**config.mk**
```make
export PLATFORM = sky130hd
export DESIGN_NAME = cpu_top
export DESIGN_NICKNAME = d
export VERILOG_FILES = /design/src/design/cpu_pkg.sv /design/src/design/cpu_top.sv /design/src/design/datapath.sv /design/src/design/control_block.sv /design/src/design/program_counter.sv
export SDC_FILE = /design/constraint.sdc
export NUM_CORES = 1
export LEC_CHECK = 0
export ABC_AREA = 1
export BUFFER_PORTS_ARGS = -buffer_cell sky130_fd_sc_hd__buf_4
export CAP_MARGIN = 20
export CORE_MARGIN = 4
export CORE_UTILIZATION = 57
export DETAILED_ROUTE_END_ITERATION = 7
export PLACE_DENSITY = 0.89
export SETUP_SLACK_MARGIN = 0.2
export SYNTH_ARGS = -nofsm -noshare
export SYNTH_HDL_FRONTEND = slang
export SYNTH_SLANG_ARGS = --single-unit
```
**constraint.sdc**
```tcl
create_clock -name clk -period 2.7 [get_ports clk]
set_clock_uncertainty 0.15 [all_clocks]
set_input_delay 0.405 -clock clk [delete_from_list [all_inputs] [get_ports clk]]
set_output_delay 0.405 -clock clk [all_outputs]
set_load 0.01 [all_outputs]
```
**src/design/cpu_pkg.sv**
```systemverilog
// width typedefs, opcode and timing-state enums, control word struct
`default_nettype none

package cpu_pkg;

    // data widths
    typedef logic [7:0] byte_t;     // bus, memory byte or register value
    typedef logic [3:0] addr_t;     // memory address / pc value, 16 bytes of program

    // upper nibble of an instruction byte
    typedef enum logic [3:0] {
        OP_LDA = 4'd0,   // acc <- mem[addr]
        OP_ADD = 4'd1,   // acc <- acc + mem[addr]
        OP_SUB = 4'd2,   // acc <- acc - mem[addr]
        OP_JMP = 4'd3,   // pc <- addr
        OP_OUT = 4'd14,  // out <- acc
        OP_HLT = 4'd15   // stop
    } opcode_t;
    // codes 4..13 fall through as no-ops

    // ring states, one instruction per full lap
    typedef enum logic [2:0] {
        T1 = 3'd0,  // address state
        T2 = 3'd1,  // increment state
        T3 = 3'd2,  // memory state, fetch into ir
        T4 = 3'd3,  // execute states from here on
        T5 = 3'd4,
        T6 = 3'd5
    } tstate_t;

    // one bit per control line, msb first
    typedef struct packed {
        logic hlt;  // halt
        logic cp;   // pc count
        logic ep;   // pc onto bus
        logic lp;   // pc load from bus
        logic lm;   // mar load
        logic ce;   // memory read, memory onto bus
        logic li;   // ir load
        logic ei;   // ir address nibble onto bus
        logic la;   // acc load
        logic ea;   // acc onto bus
        logic su;   // subtract instead of add
        logic eu;   // adder result onto bus
        logic lb;   // b load
        logic lo;   // output register load
    } ctrl_word_t;

    // all 14 lines low
    localparam ctrl_word_t CTRL_IDLE = '0;

endpackage

`default_nettype wire
```
**src/design/cpu_top.sv**
```systemverilog
// cpu_top: pin map around program_counter, control_block and datapath
`timescale 1ns/100ps
`default_nettype none

module cpu_top import cpu_pkg::*; (
    input  wire [7:0] ui_in,    // program memory byte for the current address
    output wire [7:0] uo_out,   // output register
    input  wire [7:0] uio_in,   // no inputs on this design
    output wire [7:0] uio_out,  // address, read strobe, halted
    output wire [7:0] uio_oe,   // all outputs
    input  wire       ena,      // accepted, no function
    input  wire       clk,
    input  wire       rst
);

    ctrl_word_t ctrl;
    opcode_t    opcode;
    addr_t      pc_value;
    addr_t      mem_addr;
    byte_t      bus;
    byte_t      out_value;
    logic       halted;

    program_counter u_pc (
        .clk      (clk),
        .rst      (rst),
        .ctrl     (ctrl),
        .bus      (bus),
        .pc_value (pc_value)
    );

    control_block u_cb (
        .clk    (clk),
        .rst    (rst),
        .opcode (opcode),
        .ctrl   (ctrl),
        .halted (halted)
    );

    datapath u_dp (
        .clk       (clk),
        .rst       (rst),
        .ctrl      (ctrl),
        .pc_value  (pc_value),
        .mem_data  (ui_in),     // same-cycle read
        .bus       (bus),
        .mem_addr  (mem_addr),
        .opcode    (opcode),
        .out_value (out_value)
    );

    assign uo_out  = out_value;
    assign uio_out = {halted, 2'b00, ctrl.ce, mem_addr};  // [7] halted, [4] strobe, [3:0] addr
    assign uio_oe  = 8'hff;

endmodule

`default_nettype wire

```
**src/design/datapath.sv**
```systemverilog
// bus mux, mar, ir, accumulator, b register, adder-subtractor and output register
`timescale 1ns/100ps
`default_nettype none

module datapath import cpu_pkg::*; (
    input  wire        clk,
    input  wire        rst,
    input  wire ctrl_word_t ctrl,
    input  wire addr_t pc_value,  // from program_counter
    input  wire byte_t mem_data,  // combinational read of mem_addr
    output byte_t      bus,
    output addr_t      mem_addr,
    output opcode_t    opcode,
    output byte_t      out_value
);

    addr_t mar;
    byte_t ir;
    byte_t acc;
    byte_t b_reg;
    byte_t out_reg;
    byte_t alu_out;

    // mod 256 with no carry or borrow kept
    assign alu_out = ctrl.su ? acc - b_reg : acc + b_reg;

    // enable-driven mux stands in for a tristate bus
    always_comb begin
        bus = '0;  // floats low when nobody drives
        if (ctrl.ep) begin
            bus = {4'h0, pc_value};
        end else if (ctrl.ce) begin
            bus = mem_data;
        end else if (ctrl.ei) begin
            bus = {4'h0, ir[3:0]};  // address nibble only
        end else if (ctrl.ea) begin
            bus = acc;
        end else if (ctrl.eu) begin
            bus = alu_out;
        end
    end

    // mar holds only a 16 byte address
    always_ff @(posedge clk) begin
        if (rst) begin
            mar <= '0;
        end else if (ctrl.lm) begin
            mar <= addr_t'(bus[3:0]);
        end
    end

    always_ff @(posedge clk) begin
        if (rst) begin
            ir <= '0;  // decodes as LDA 0 until first fetch
        end else if (ctrl.li) begin
            ir <= bus;
        end
    end

    always_ff @(posedge clk) begin
        if (rst) begin
            acc <= '0;
        end else if (ctrl.la) begin
            acc <= bus;  // from memory or adder
        end
    end

    always_ff @(posedge clk) begin
        if (rst) begin
            b_reg <= '0;
        end else if (ctrl.lb) begin
            b_reg <= bus;
        end
    end

    // output register feeds the pins directly
    always_ff @(posedge clk) begin
        if (rst) begin
            out_reg <= '0;
        end else if (ctrl.lo) begin
            out_reg <= bus;
        end
    end

    assign mem_addr  = mar;
    assign opcode    = opcode_t'(ir[7:4]);
    assign out_value = out_reg;

    // loading acc and b together would lose an operand
    assert property (@(posedge clk) disable iff (rst)
        !(ctrl.la && ctrl.lb))
        else $error("acc and b loaded together");

endmodule

`default_nettype wire

```
**src/design/control_block.sv**
```systemverilog
// control_block: T1..T6 ring, microcode decoder, halt latch and control assertions
`timescale 1ns/100ps
`default_nettype none

module control_block import cpu_pkg::*; (
    input  wire        clk,
    input  wire        rst,
    input  wire opcode_t opcode,  // from ir upper nibble
    output ctrl_word_t ctrl,      // one level per timing state
    output logic       halted     // sticky until reset
);

    tstate_t    ring;
    tstate_t    ring_next;
    ctrl_word_t dec;    // raw microcode before the halt gate

    // ring order
    always_comb begin
        case (ring)
            T1:      ring_next = T2;
            T2:      ring_next = T3;
            T3:      ring_next = T4;
            T4:      ring_next = T5;
            T5:      ring_next = T6;
            default: ring_next = T1;  // T6 wraps
        endcase
    end

    // ring freezes once halted
    always_ff @(posedge clk) begin
        if (rst) begin
            ring <= T1;
        end else if (!halted) begin
            ring <= ring_next;
        end
    end

    // microcode, fetch is the same for every opcode
    always_comb begin
        dec = CTRL_IDLE;
        case (ring)
            T1: begin
                dec.ep = 1'b1;  // pc -> mar
                dec.lm = 1'b1;
            end
            T2: dec.cp = 1'b1;
            T3: begin
                dec.ce = 1'b1;  // mem -> ir
                dec.li = 1'b1;
            end
            T4: begin
                case (opcode)
                    OP_LDA, OP_ADD, OP_SUB: begin
                        dec.ei = 1'b1;  // operand address -> mar
                        dec.lm = 1'b1;
                    end
                    OP_OUT: begin
                        dec.ea = 1'b1;
                        dec.lo = 1'b1;
                    end
                    OP_JMP: begin
                        dec.ei = 1'b1;  // target -> pc
                        dec.lp = 1'b1;
                    end
                    OP_HLT:  dec.hlt = 1'b1;
                    default: ;          // nop, just burn the state
                endcase
            end
            T5: begin
                case (opcode)
                    OP_LDA: begin
                        dec.ce = 1'b1;
                        dec.la = 1'b1;
                    end
                    OP_ADD, OP_SUB: begin
                        dec.ce = 1'b1;  // operand -> b
                        dec.lb = 1'b1;
                    end
                    default: ;
                endcase
            end
            T6: begin
                if (opcode == OP_ADD || opcode == OP_SUB) begin
                    dec.eu = 1'b1;
                    dec.la = 1'b1;
                    dec.su = (opcode == OP_SUB);
                end
            end
            default: ;
        endcase
    end

    // halt latch, sets at the edge that ends T4 of HLT
    always_ff @(posedge clk) begin
        if (rst) begin
            halted <= 1'b0;
        end else if (dec.hlt) begin
            halted <= 1'b1;
        end
    end

    assign ctrl = halted ? CTRL_IDLE : dec;  // everything idles after halt

    // single bus driver per state, checked across the decoder and the halt gate
    assert property (@(posedge clk) disable iff (rst)
        $onehot0({ctrl.ep, ctrl.ce, ctrl.ei, ctrl.ea, ctrl.eu}))
        else $error("more than one bus driver enabled");

    assert property (@(posedge clk) disable iff (rst)
        ring inside {T1, T2, T3, T4, T5, T6})
        else $error("ring left the T1..T6 range");

    // halt is permanent and silences every control line
    assert property (@(posedge clk) disable iff (rst)
        halted |=> halted && ctrl == CTRL_IDLE)
        else $error("control activity after halt");

endmodule

`default_nettype wire

```
**src/design/program_counter.sv**
```systemverilog
// 4-bit pc with count, jump load and bus offer
`timescale 1ns/100ps
`default_nettype none

module program_counter import cpu_pkg::*; (
    input  wire        clk,
    input  wire        rst,
    input  wire ctrl_word_t ctrl,   // uses cp and lp only
    input  wire byte_t bus,         // jump target in the low nibble
    output addr_t      pc_value     // datapath puts this on the bus when ep is high
);

    addr_t pc;

    // load beats count when both are raised
    always_ff @(posedge clk) begin
        if (rst) begin
            pc <= '0;
        end else if (ctrl.lp) begin
            pc <= addr_t'(bus[3:0]);  // jmp
        end else if (ctrl.cp) begin
            pc <= pc + 4'd1;          // 15 rolls over to 0
        end
    end

    assign pc_value = pc;

endmodule

`default_nettype wire

```
Word-level counts from Yosys, hierarchy flattened. Cells that the tools add are included.

Word-level logic and storage cells: 59. Register bits after elaboration: 44. Output and inout port bits: 24. Bits of input ports: 19.

Add/sub/neg operators: 3. Muxes and demuxes: 31. Equality and inequality tests: 10. Reduce and logical (&&, ||, !) cells: 7.

Operators by type and width (count): $mux W8 (6); $mux W1 (16); $pmux W3 S5 (1); $mux W13 (1); $add A8 B8 Y8 (1); $eq A4 B2 Y1 const B (2); $eq A4 B4 Y1 const B (2); $mux W4 (2); $sub A8 B8 Y8 (1); $eq A3 B2 Y1 const B (2); $eq A3 B3 Y1 const B (2); $pmux W1 S2 (3); $add A4 B1 Y4 const B (1); $eq A4 B1 Y1 const B (1); $logic_not A4 Y1 (1); $mux W2 (2); $reduce_or A4 Y1 (1); $eq A3 B1 Y1 const B (1); $logic_not A3 Y1 (1); $reduce_or A3 Y1 (1); $reduce_bool A2 Y1 (1); $reduce_or A2 Y1 (1); $logic_or A1 B1 Y1 (1).

Depth between registers and ports, before layout. Gate-level depths: netlist (run 1).

Depth after elaboration: 12. Depth in mapped cells: 19. Gate-level depth less buffers: 19.

Cells and area by module. From an unflattened synthesis (run 1), not the netlist that was laid out.

Cells, all modules: 425. Area, all modules: 2850.2 µm².

By module, submodules not included: datapath (seq. area each 720.7 µm², times used 1, cells each 314, area an instance 2164.6 µm²); control_block (seq. area each 80.1 µm², times used 1, cells each 63, area an instance 361.6 µm²); program_counter (seq. area each 80.1 µm², times used 1, cells each 35, area an instance 234.0 µm²); cpu_top (seq. area each 0.0 µm², times used 1, cells each 13, area an instance 90.1 µm²).

Least setup slack after synthesis (run 1). Ideal clock, no wire load.

Path kind: register to register. Start point: register u_dp.ir[5]. End point: register u_dp.acc[3]. Clock period less this slack: 2.366 ns. Cell stages (with the launch flop): 14. Library setup time: 0.124 ns. Arrival: 2.093 ns. Path slack: 0.334 ns. Cells stage by stage: dfxtp_1 inv_1 nor3_2 nand2_2 nand2_1 xor2_1 ha_1 a21oi_1 nand2_1 xor2_1 nand2_1 nand4_1 nor2_2 a21oi_1.

Cells in the longest elaborated chain, start to end: 11. Elaborated cells between the ends (all ways): 26. Those cells by class: eq/ne (4); mux (18); reduce/logical (4).

Ends and longest elaborated chain: start: declaration (line datapath.sv:18) `byte_t ir;`; start signal: assignment (line datapath.sv:56) `ir <= bus;`; $eq A4 B1 Y1 or $eq A4 B2 Y1 (tied branches) (line control_block.sv:52, control_block.sv:70, control_block.sv:83); $logic_or A1 B1 Y1 (line control_block.sv:83) `if (opcode == OP_ADD || opcode == OP_SUB) begin`; $mux W2 (line control_block.sv:83); $mux W2 (line control_block.sv:41) `case (ring)`; $mux W13 (*) (line control_block.sv:102) `assign ctrl = halted ? CTRL_IDLE : dec;`; $mux W8 (line datapath.sv:25) `assign alu_out = ctrl.su ? acc - b_reg : acc + b_reg;`; $mux W8 (line datapath.sv:38) `end else if (ctrl.eu) begin`; $mux W8 (line datapath.sv:36) `end else if (ctrl.ea) begin`; $mux W8 (line datapath.sv:34) `end else if (ctrl.ei) begin`; $mux W8 (line datapath.sv:32) `end else if (ctrl.ce) begin`; $mux W8 (line datapath.sv:30) `if (ctrl.ep) begin`; end signal: assignment (line datapath.sv:64) `acc <= bus;`; end: declaration (line datapath.sv:19) `byte_t acc;`.

Mark *: on every way between the ends. The rest lies on a longest branch, timed or not. A chain may end at the register's enable or synchronous reset.

Worst setup path after layout (run 1).
Start point: register u_dp.b_reg[0]. End point: register u_dp.ir[7].

Cells in the longest elaborated chain, start to end: 7. Elaborated cells between the ends (all ways): 8. Those cells by class: add/sub (2); mux (6).

Ends and longest elaborated chain: start: declaration (line datapath.sv:20) `byte_t b_reg;`; start signal: assignment (line datapath.sv:72) `b_reg <= bus;`; $add A8 B8 Y8 or $sub A8 B8 Y8 (tied branches) (line datapath.sv:25); $mux W8 (*) (line datapath.sv:25); $mux W8 (*) (line datapath.sv:38); $mux W8 (*) (line datapath.sv:36); $mux W8 (*) (line datapath.sv:34); $mux W8 (*) (line datapath.sv:32); $mux W8 (*) (line datapath.sv:30).

Marked as above.

==> results of run 1 <==
-- stage by stage --
stage / cell area (um^2) / total power [W]
3_3_place_gp: 2940 / 0.000976
3_5_place_dp: 2940 / 0.000986
4_1_cts: 3170 / 0.00150
6_report: 3280 / 0.00154
5_1_grt: 3280 / 0.00160
2_1_floorplan: 2790 / 0.000921
-- cells by family (layout without fill, tap and decap cells) --
group                    count (synthesis)  in the layout  synth area share
other                                    2             10           0.00272
AND/OR/NAND/NOR                        166            166             0.296
XOR/XNOR                                 9              9            0.0285
adder cells (fa/ha/maj)                 10             10            0.0480
flip-flops                              44             44             0.319
AO/OA/AOI/OAI                           74             74             0.141
buffers and inverters                  102            129             0.161
multiplexers                             1              1           0.00362
-- cells in the mapped netlist (all sizes together) --
cell type,n
o21bai,1
a31oi,1
a21oi,34
clkbuf,4
xnor2,1
a22o,1
a21o,2
inv,81
dfxtp,44
or2,1
ha,9
and2,1
nor2,35
fa,1
nand3b,2
xor2,8
nand4,8
o21ai,33
nor3,9
buf,15
conb,2
clkinv,2
mux2i,1
nand3,30
o31ai,2
nand2,80
-- how the worst max path moves through the flow --
stage                             start           to  cells past startpoint
after detailed placement   u_cb.ring[1]   u_dp.ir[2]                     15
final                     u_dp.b_reg[0]   u_dp.ir[7]                     17
after CTS                 u_dp.b_reg[1]   u_dp.ir[7]                     18
after floorplan              u_dp.ir[5]  u_dp.acc[3]                     13
after global routing      u_dp.b_reg[0]   u_dp.ir[7]                     17
after global placement    u_dp.b_reg[0]   u_dp.ir[7]                     17
-- worst max-delay path: cells and delay by family (launching register included) --
family,cells,cell delay [ps]
XOR/XNOR,1,220
adder cells (fa/ha/maj),2,430
buffers and inverters,5,340
AO/OA/AOI/OAI,2,430
flip-flops,1,330
AND/OR/NAND/NOR,7,710
-- what timing repair did --
item,CTS,global route
hold buffers,0,0
endpoints found under the setup margin,21,23
setup buffers,7,5
pin swaps,13,19
resized for setup,22,32
-- power by group through the flow --
stage / registers, W / logic, W / clock network (W)
finish: 0.000707 / 0.000302 / 0.000528
CTS: 0.000705 / 0.000278 / 0.000521
detailed placement: 0.000719 / 0.000268 / 0
global route: 0.000712 / 0.000340 / 0.000547
global placement: 0.000717 / 0.000259 / 0
floorplan: 0.000719 / 0.000203 / 0
-- layout make-up --
cell class,instances,area [um^2],area share
well taps,67,83.8,0.0256
repair buffers,38,285,0.0870
flip-flops and latches,44,892,0.272
clock buffers,5,68.8,0.0210
inverters,83,313,0.0953
clock inverters,3,42.5,0.0130
multi-input cells,270,1600,0.486
-- metal layers --
| layer | vias up | routed length, um | part of all wire | track usage |
|---|---|---|---|---|
| met5 | - | 0 | 0 | 0 |
| met4 | 0 | 229 | 0.031 | 0.128 |
| met3 | 22 | 458 | 0.063 | 0.0522 |
| met2 | 117 | 3550 | 0.49 | 0.400 |
| met1 | 1222 | 3050 | 0.42 | 0.282 |
| li1 | 1340 | - | - | - |
==> flow_summary.yaml, run 1 <==
global_route:
  grt_max_degree: 29
  antenna_found_initial: 0
  grt.total_usage: 0.239
  grt_pass1_wl_mm: 11.6
  globalRouteOverflowTotal: 0
  grt_pass1_vias: 2594
setup_path:
  worst_r2r_path_depth: 17
  path_class: "reg -> reg"
  worst_ep_arrival_time_ps: 2790
  reg2reg_slack_ps: -20
  worstPathMaxFanout: 3
  critPathSlowestCell: "dfxtp_2"
  cp_cell_sequence: "inv_2, ha_4, inv_2, nor3_2, inv_1, o31ai_2, xor2_1, ha_1, a21o_1, nor2_1, nand2_1, inv_1, nand2_1, nand3_2, nand4_1, nand2_1, inv_1"
  r2r-start: "u_dp.b_reg[0]"
  r2r-end: "u_dp.ir[7]"
  cp-end-kind: "flop"
  critPathMaxStageDelay_ps: 330
  required_ps: 2770
  startpoint_type: "flop"
worst_hold_path:
  min_to: "u_dp.acc[5]"
  worstHoldStart: "ui_in[5]"
  hold_depth: 5
  hold_path_class: "in -> reg"
drt:
  vias_per_cell: 5.30
  drt-initial-drc-count: 236
  drt-pass1-iter-count: 7
  wirelength_mm: 7.29
  ant_nets: 0
  detail_route.wl_per_cell_um: 14.3
  drcViolationCount: 0
  vias: 2701
sta:
  whs_ps: 292
  fin_crit_sh: 1.01
  max-slew-margin-rel: 0.640
  hold_viol_final: 0
  fmax_ghz: 0.367
  rsz0062_at_grt: "yes"
  tightest_slew_ps: 539
  finalSetupViolations: 1
  fin_tns_setup_ps: -22.4
  final.min_clock_period_ps: 2720
  maxSlewViolCount: 0
  fin_ws_ps: -22.4
finish:
  syn2layout_area_growth_pct: 18.8
  drive_gt1_frac: 0.253
  final_cells: 510
  final_common_cell: "inv_1"
  nFillCells: 375
  final_nets: 471
  antenna_cells: 0
  layout_common_cells: "71 x inv_1, 68 x nand2_1, 38 x buf_4"
  postLayoutCoreUtil: 0.695
placed_design:
  place.gp.congestion: 0.912
  dp_worst_setup_slack_ps: 111
  place_inst: 490
  detailed_place_hpwl_mm: 4.72
  portBuffers: 23
power:
  p_per_area_nw_per_um2: 468
  p_clk_frac: 0.343
  p_leak_nw: 1.78
  pwr-share-seq: 0.460
  p_sw_frac: 0.307
  p_comb_frac: 0.196
  p_sw_w: 0.000471
  ir_worst_vdd_uv: 440
  p_int_w: 0.00107
clocking:
  cts_buffers: 5
  cts_buffer_depth: 2
  cts_tree: "yes"
  clk_pin_slew_ps: 90
  root_buffer: "clkbuf_8"
  clk_latency_ps: 320
  clock-sinks: 44
  htree_levels: 2
floorplan:
  fp.dieH_um: 77.6
  core_um2: 4720
  io_pins: 43
  rows: 25
  die_w_um: 77.6
  dieArea_um2: 6020
  initial_core_util: 0.585
run_status:
  status: "complete, but fails checks"
  violations: "negative setup slack"
yosys:
  yosysTopAreaCellShare: 0.319
  synthDistinctLibCells: 37
  ys_ff_latch: 44
  syn_avg_cell_area_um2: 6.77
  synth_area_um2: 2760
  synth_cells: 408
  synth_area_leaders: "dfxtp_1 32%, inv_1 11%, nand2_1 9.8%"
  yosys_warnings: 0
  ys_seq_area_frac: 0.319
  synth_top_cell_by_area: "dfxtp_1"
flow_run:
  max-cap-violations: 0
Power figures use the tool's default switching activity.
==> run 2: changes to the inputs <==
ABC_AREA = default   (was 1)
CORE_UTILIZATION = 56   (was 57)
GPL_TIMING_DRIVEN = 0   (was default)
==> run 2 against run 1 <==
Net effect: the run still ends with negative setup slack left; sequential cell count unchanged; setup slack got worse by 320 ps; synthesized cell count fell by 30%; non-clock buffer count is 31 higher; routed wire length is 5.2% lower; via count is 12% lower; global-route usage increased by 2.0 points; critical path depth decreased by 3; count of clock-buffer cells in the layout unchanged; total power decreased by 2.8%; worst hold slack lost 75 ps; die area is 7.6% lower; critical endpoint is now u_dp.ir[5]; largest power group unchanged.
==> flow_summary.yaml, run 2 <==
yosys:
  yosys_warnings: 0
  synth_flop_cell: "dfxtp_1"
  yosys-mux-area-fraction: 0.0489
  synth_xor_area_frac: 0.0565
  synthArstFlopShare: 0
  synth_fa_ha_area_frac: 0.0534
  syn_avg_cell_area_um2: 8.65
  synth_top_family_by_area: "simple AND/OR/NAND/NOR gates"
  synth_cells: 287
  yosysMostFrequentCell: "nor2_1"
  synth_compound_area_frac: 0.204
  ys_ff_latch: 44
  synth_commonest_cells: "51 x nor2_1, 44 x dfxtp_1, 28 x a211oi_1"
  synthSimpleGateAreaFrac: 0.207
  synth_edf_count: 0
  synth_area_leaders: "dfxtp_1 35%, a211oi_1 8.5%, nor2_1 7.7%"
  synth_top_cell_by_area: "dfxtp_1"
  yosysTopAreaCellShare: 0.355
  synthDistinctLibCells: 50
  ys_seq_area_frac: 0.355
  synth_area_um2: 2480
power:
  pwr-share-seq: 0.471
  p_sw_frac: 0.310
  p_comb_frac: 0.247
  p_leak_nw: 1.20
  p_clk_frac: 0.282
  p_per_area_nw_per_um2: 463
  p_sw_w: 0.000463
  ir_worst_vdd_uv: 450
  p_int_w: 0.00103
finish:
  layout_common_cells: "53 x buf_4, 49 x nor2_1, 39 x dfxtp_1"
  postLayoutCoreUtil: 0.779
  antenna_cells: 0
  final_common_cell: "buf_4"
  stdcell_area_um2: 3230
  drive_gt1_frac: 0.330
  final_nets: 373
  syn2layout_area_growth_pct: 30.1
  nFillCells: 268
  final_cells: 395
setup_path:
  crit_buf_inv: 4
  required_ps: 2710
  critPathMaxStageDelay_ps: 350
  startpoint_type: "flop"
  critPathSlowestCell: "dfxtp_4"
  cp-end-kind: "flop"
  worstPathMaxFanout: 6
  cp_cell_sequence: "buf_8, nor4bb_4, and2_1, clkbuf_8, mux2_4, inv_2, ha_4, nor2b_4, o2111ai_2, nand3b_1, xor2_1, a222oi_1, buf_4, a211oi_1"
  path_class: "reg -> reg"
  cp_top_family: "simple AND/OR/NAND/NOR gates"
  worst_ep_arrival_time_ps: 3060
drt:
  drt-initial-drc-count: 205
  drcViolationCount: 0
  vias: 2383
  vias_per_cell: 6.03
  drt-pass1-iter-count: 5
  detail_route.wl_per_cell_um: 17.5
  ant_nets: 0
  wirelength_mm: 6.91
placed_design:
  place.gp.congestion: 0.944
  portBuffers: 22
  detailed_place_hpwl_mm: 4.63
  place_inst: 367
  placed_cell_area_um2: 2810
clocking:
  cts_buffers: 5
  clk_pin_slew_ps: 90
  cts_buffer_depth: 2
  clk_latency_ps: 300
  htree_levels: 2
  cts_tree: "yes"
  clock-sinks: 44
  root_buffer: "clkbuf_8"
sta:
  hold_viol_final: 0
  rsz0062_at_grt: "yes"
  tightest_slew_ps: 785
  whs_ps: 217
  fin_tns_setup_ps: -4380
  maxSlewViolCount: 0
  fmax_ghz: 0.328
  finalSetupViolations: 18
  final.min_clock_period_ps: 3050
  max-slew-margin-rel: 0.476
  fin_crit_sh: 1.13
  fin_ws_ps: -347
global_route:
  globalRouteOverflowTotal: 0
  grt_pass1_vias: 2251
  antenna_found_initial: 0
  grt_pass1_wl_mm: 10.9
  grt_max_degree: 16
  grt.total_usage: 0.258
floorplan:
  die_w_um: 74.6
  rows: 23
  core_um2: 4140
  fp.dieH_um: 74.6
  dieArea_um2: 5560
  initial_core_util: 0.599
  io_pins: 43
run_status:
  status: "complete, but fails checks"
  violations: "negative setup slack"
worst_hold_path:
  hold_path_class: "in -> reg"
flow_run:
  max-cap-violations: 0
[run 2: changes by cell type after synthesis, sizes merged, moves of 10 or more]
| cell | before | now |
|---|---|---|
| nor2 | 35 | 51 |
| inv | 81 | 5 |
| nand2 | 80 | 10 |
| a211oi | 0 | 28 |
| a21oi | 34 | 18 |
| mux2i | 1 | 11 |
| xnor2 | 1 | 11 |
| nand3 | 30 | 2 |
| o21ai | 33 | 5 |
[run 2: kinds of logic (layout without fill, tap and decap cells)]
logic type / after synthesis / after routing
AO/OA/AOI/OAI: 74 / 74
XOR/XNOR: 16 / 16
adder cells (fa/ha/maj): 10 / 10
buffers and inverters: 32 / 82
flip-flops: 44 / 44
multiplexers: 12 / 12
other: 2 / 10
AND/OR/NAND/NOR: 97 / 97
[run 2: worst min-delay path: cells and delay by family]
family | cells | cell delay (ps)
simple gates | 1 | 80
mux | 1 | 60
buf+inv | 1 | 90
[run 2: power by group through the flow]
stage	combinational, W	sequential, W	clock, W
finish	0.000369	0.000703	0.000422
CTS	0.000329	0.000703	0.000422
detailed placement	0.000281	0.000719	0
global route	0.000397	0.000707	0.000453
global placement	0.000272	0.000718	0
floorplan	0.000205	0.000717	0
[run 2: stage by stage]
| stage | setup WS (ps) | total power, W |
|---|---|---|
| 6_report | -347 | 0.00149 |
| 5_1_grt | -487 | 0.00156 |
| 4_1_cts | -332 | 0.00145 |
| 3_5_place_dp | -623 | 0.00100 |
| 3_3_place_gp | -573 | 0.000991 |
| 2_1_floorplan | -193 | 0.000921 |
[run 2: metal layers]
metal / GRT usage / vias up / wire [um]
li1: - / 1122 / -
met1: 0.321 / 1127 / 2810
met2: 0.443 / 117 / 3450
met3: 0.0541 / 17 / 493
met4: 0.0889 / 0 / 159
met5: 0 / - / 0
[run 2: worst paths after layout]
kind              slack [ps]       endpoint     startpoint  cells after the start
hold / removal           220     u_dp.ir[1]       ui_in[1]                      3
setup reg to reg        -350     u_dp.ir[5]   u_cb.ring[1]                     14
setup / recovery        -350     u_dp.ir[5]   u_cb.ring[1]                     14
hold reg to reg          340  u_dp.b_reg[7]  u_dp.b_reg[7]                      2
[run 2: repair_timing]
item                       4_1_cts  5_1_grt
gates resized for setup         19       18
setup endpoints to repair       26       21
hold buffers                     0        0
pin swaps                       15       16
hold endpoints to repair         0        0
buffers inserted                16        4
[run 2: area by class of cell]
class | instances | area, um^2 | share of cell area
tap | 50 | 62.6 | 0.0194
clock buffer | 5 | 68.8 | 0.0213
sequential | 44 | 895 | 0.277
multi-input combinational | 219 | 1650 | 0.510
clock inverter | 3 | 23.8 | 0.00736
buffer | 27 | 194 | 0.0601
timing repair buffer | 42 | 319 | 0.0988
inverter | 5 | 18.8 | 0.00581
==> run 3: changes to the inputs <==
CORE_ASPECT_RATIO = 2   (was default)
CORE_UTILIZATION = 51   (was 56)
PLACE_DENSITY = 0.83   (was 0.89)
==> run 3 against run 2 <==
Net effect: the flow still finishes with violations (negative setup slack); cell count increased by 1.0%; clock power increased by 27%; total power increased by 6.0%; first-iteration DRC count decreased by 39%; count of clock-buffer cells in the layout increased by 1; maximum frequency decreased by 1.5%; sequential share of layout area decreased by 0.071 points; global-route usage decreased by 1.8 points; core utilization decreased by 8.3 points; critical endpoint is now u_dp.ir[4]; largest power group unchanged.
==> flow_summary.yaml, run 3 (synthesized netlist as in run 2, its figures left out) <==
clocking:
  clock-sinks: 44
  clk_pin_slew_ps: 80
  cts_buffer_depth: 2
  cts-hold-fix-buffers: 0
  clk_latency_ps: 310
  htree_levels: 2
  cts_buffers: 5
  root_buffer: "clkbuf_8"
  cts_tree: "yes"
floorplan:
  rows: 35
  initial_core_util: 0.535
  die_w_um: 57.3
  dieArea_um2: 6120
  io_pins: 43
  core_um2: 4640
  fp.dieH_um: 107
setup_path:
  cp-end-kind: "flop"
  worstPathMaxFanout: 5
  worst_ep_arrival_time_ps: 3100
  path_class: "reg -> reg"
  startpoint_type: "flop"
  required_ps: 2710
placed_design:
  detailed_place_hpwl_mm: 5.10
  place_inst: 372
  place.gp.congestion: 0.905
  portBuffers: 22
sta:
  final.min_clock_period_ps: 3090
  tightest_slew_ps: 1040
  max-slew-margin-rel: 0.301
  rsz0062_at_grt: "yes"
  maxSlewViolCount: 0
  fin_tns_setup_ps: -5620
  fin_ws_ps: -393
  fmax_ghz: 0.323
  hold_viol_final: 0
  fin_crit_sh: 1.15
  whs_ps: 202
  finalSetupViolations: 17
power:
  p_leak_nw: 1.20
  p_per_area_nw_per_um2: 490
  ir_worst_vdd_uv: 492
run_status:
  violations: "negative setup slack"
  status: "complete, but fails checks"
global_route:
  grt.total_usage: 0.240
  grt_pass1_wl_mm: 11.4
  globalRouteOverflowTotal: 0
  grt_max_degree: 15
  antenna_found_initial: 0
  grt_pass1_vias: 2392
drt:
  drt-initial-drc-count: 125
  drt-pass1-iter-count: 4
  detail_route.wl_per_cell_um: 17.7
  vias: 2339
  ant_nets: 0
  drcViolationCount: 0
  vias_per_cell: 5.86
  wirelength_mm: 7.05
finish:
  antenna_cells: 0
  syn2layout_area_growth_pct: 30.2
  final_nets: 372
  final_cells: 399
  drive_gt1_frac: 0.323
  final_common_cell: "buf_4"
  layout_common_cells: "51 x buf_4, 50 x nor2_1, 38 x dfxtp_1"
flow_run:
  max-cap-violations: 0
worst_hold_path:
  hold_path_class: "in -> reg"
==> run 3: changes by cell type in the layout (fill, tap and decap cells not counted), sizes merged <==
cell / delta
clkinvlp: -2
bufinv: +1
==> run 3: critical path: stages, from the launching register on <==
cell and delay [ps]:
dfxtp_4 350, buf_6 120, nor4bb_4 280, and2_4 190, buf_8 100, mux2_4 330
fa_1 440, nor2b_2 220, nor3_4 60, a2bb2oi_1 140, a222oi_1 300, buf_4 200
a211oi_1 70
==> run 3: worst paths after layout <==
| kind | start | endpoint | slack (ps) | cells after the start |
|---|---|---|---|---|
| min reg2reg | u_dp.out_value[1] | u_dp.out_value[1] | 360 | 2 |
| min | ui_in[2] | u_dp.ir[2] | 200 | 3 |
| max reg2reg | u_cb.ring[1] | u_dp.ir[4] | -390 | 12 |
| max | u_cb.ring[1] | u_dp.ir[4] | -390 | 12 |
==> run 3: timing repair <==
item,in CTS,in global routing
buffers inserted,16,3
pin swaps,24,16
setup endpoints to repair,25,23
gates resized for setup,17,20
==> run 3: through the flow <==
step,util,instance area [um^2],setup slack (ps),power [W]
finish,0.696,3230,-393,0.00158
global route,0.696,3230,-550,0.00164
CTS,0.674,3130,-387,0.00156
detailed placement,0.608,2820,-770,0.00100
global placement,0.608,2820,-722,0.000995
floorplan,-,2590,-193,0.000921
==> run 3: power breakdown <==
group / leakage, nW / internal, W / total [W] / switching (W)
clock: 0.0614 / 0.000303 / 0.000534 / 0.000231
sequential: 0.360 / 0.000676 / 0.000704 / 0.0000286
combinational: 0.782 / 0.000160 / 0.000345 / 0.000185
total: 1.20 / 0.00114 / 0.00158 / 0.000445
==> run 3: metal layers <==
layer | vias to the layer above | track usage | wire (um) | part of all wire
li1 | 1125 | - | - | -
met4 | 0 | 0.154 | 438 | 0.062
met5 | - | 0 | 0 | 0
met1 | 1104 | 0.234 | 2330 | 0.33
met3 | 29 | 0.0265 | 309 | 0.044
met2 | 81 | 0.453 | 3970 | 0.56
==> run 3: area by class of cell <==
class	count	area (um^2)
clock inverters	2	38.8
clock buffers	6	82.6
flip-flops and latches	44	893
plain buffers	27	193
fillers	394	1410
multi-input cells	219	1620
inverters	5	21.3
well taps	55	68.8
repair buffers	41	315
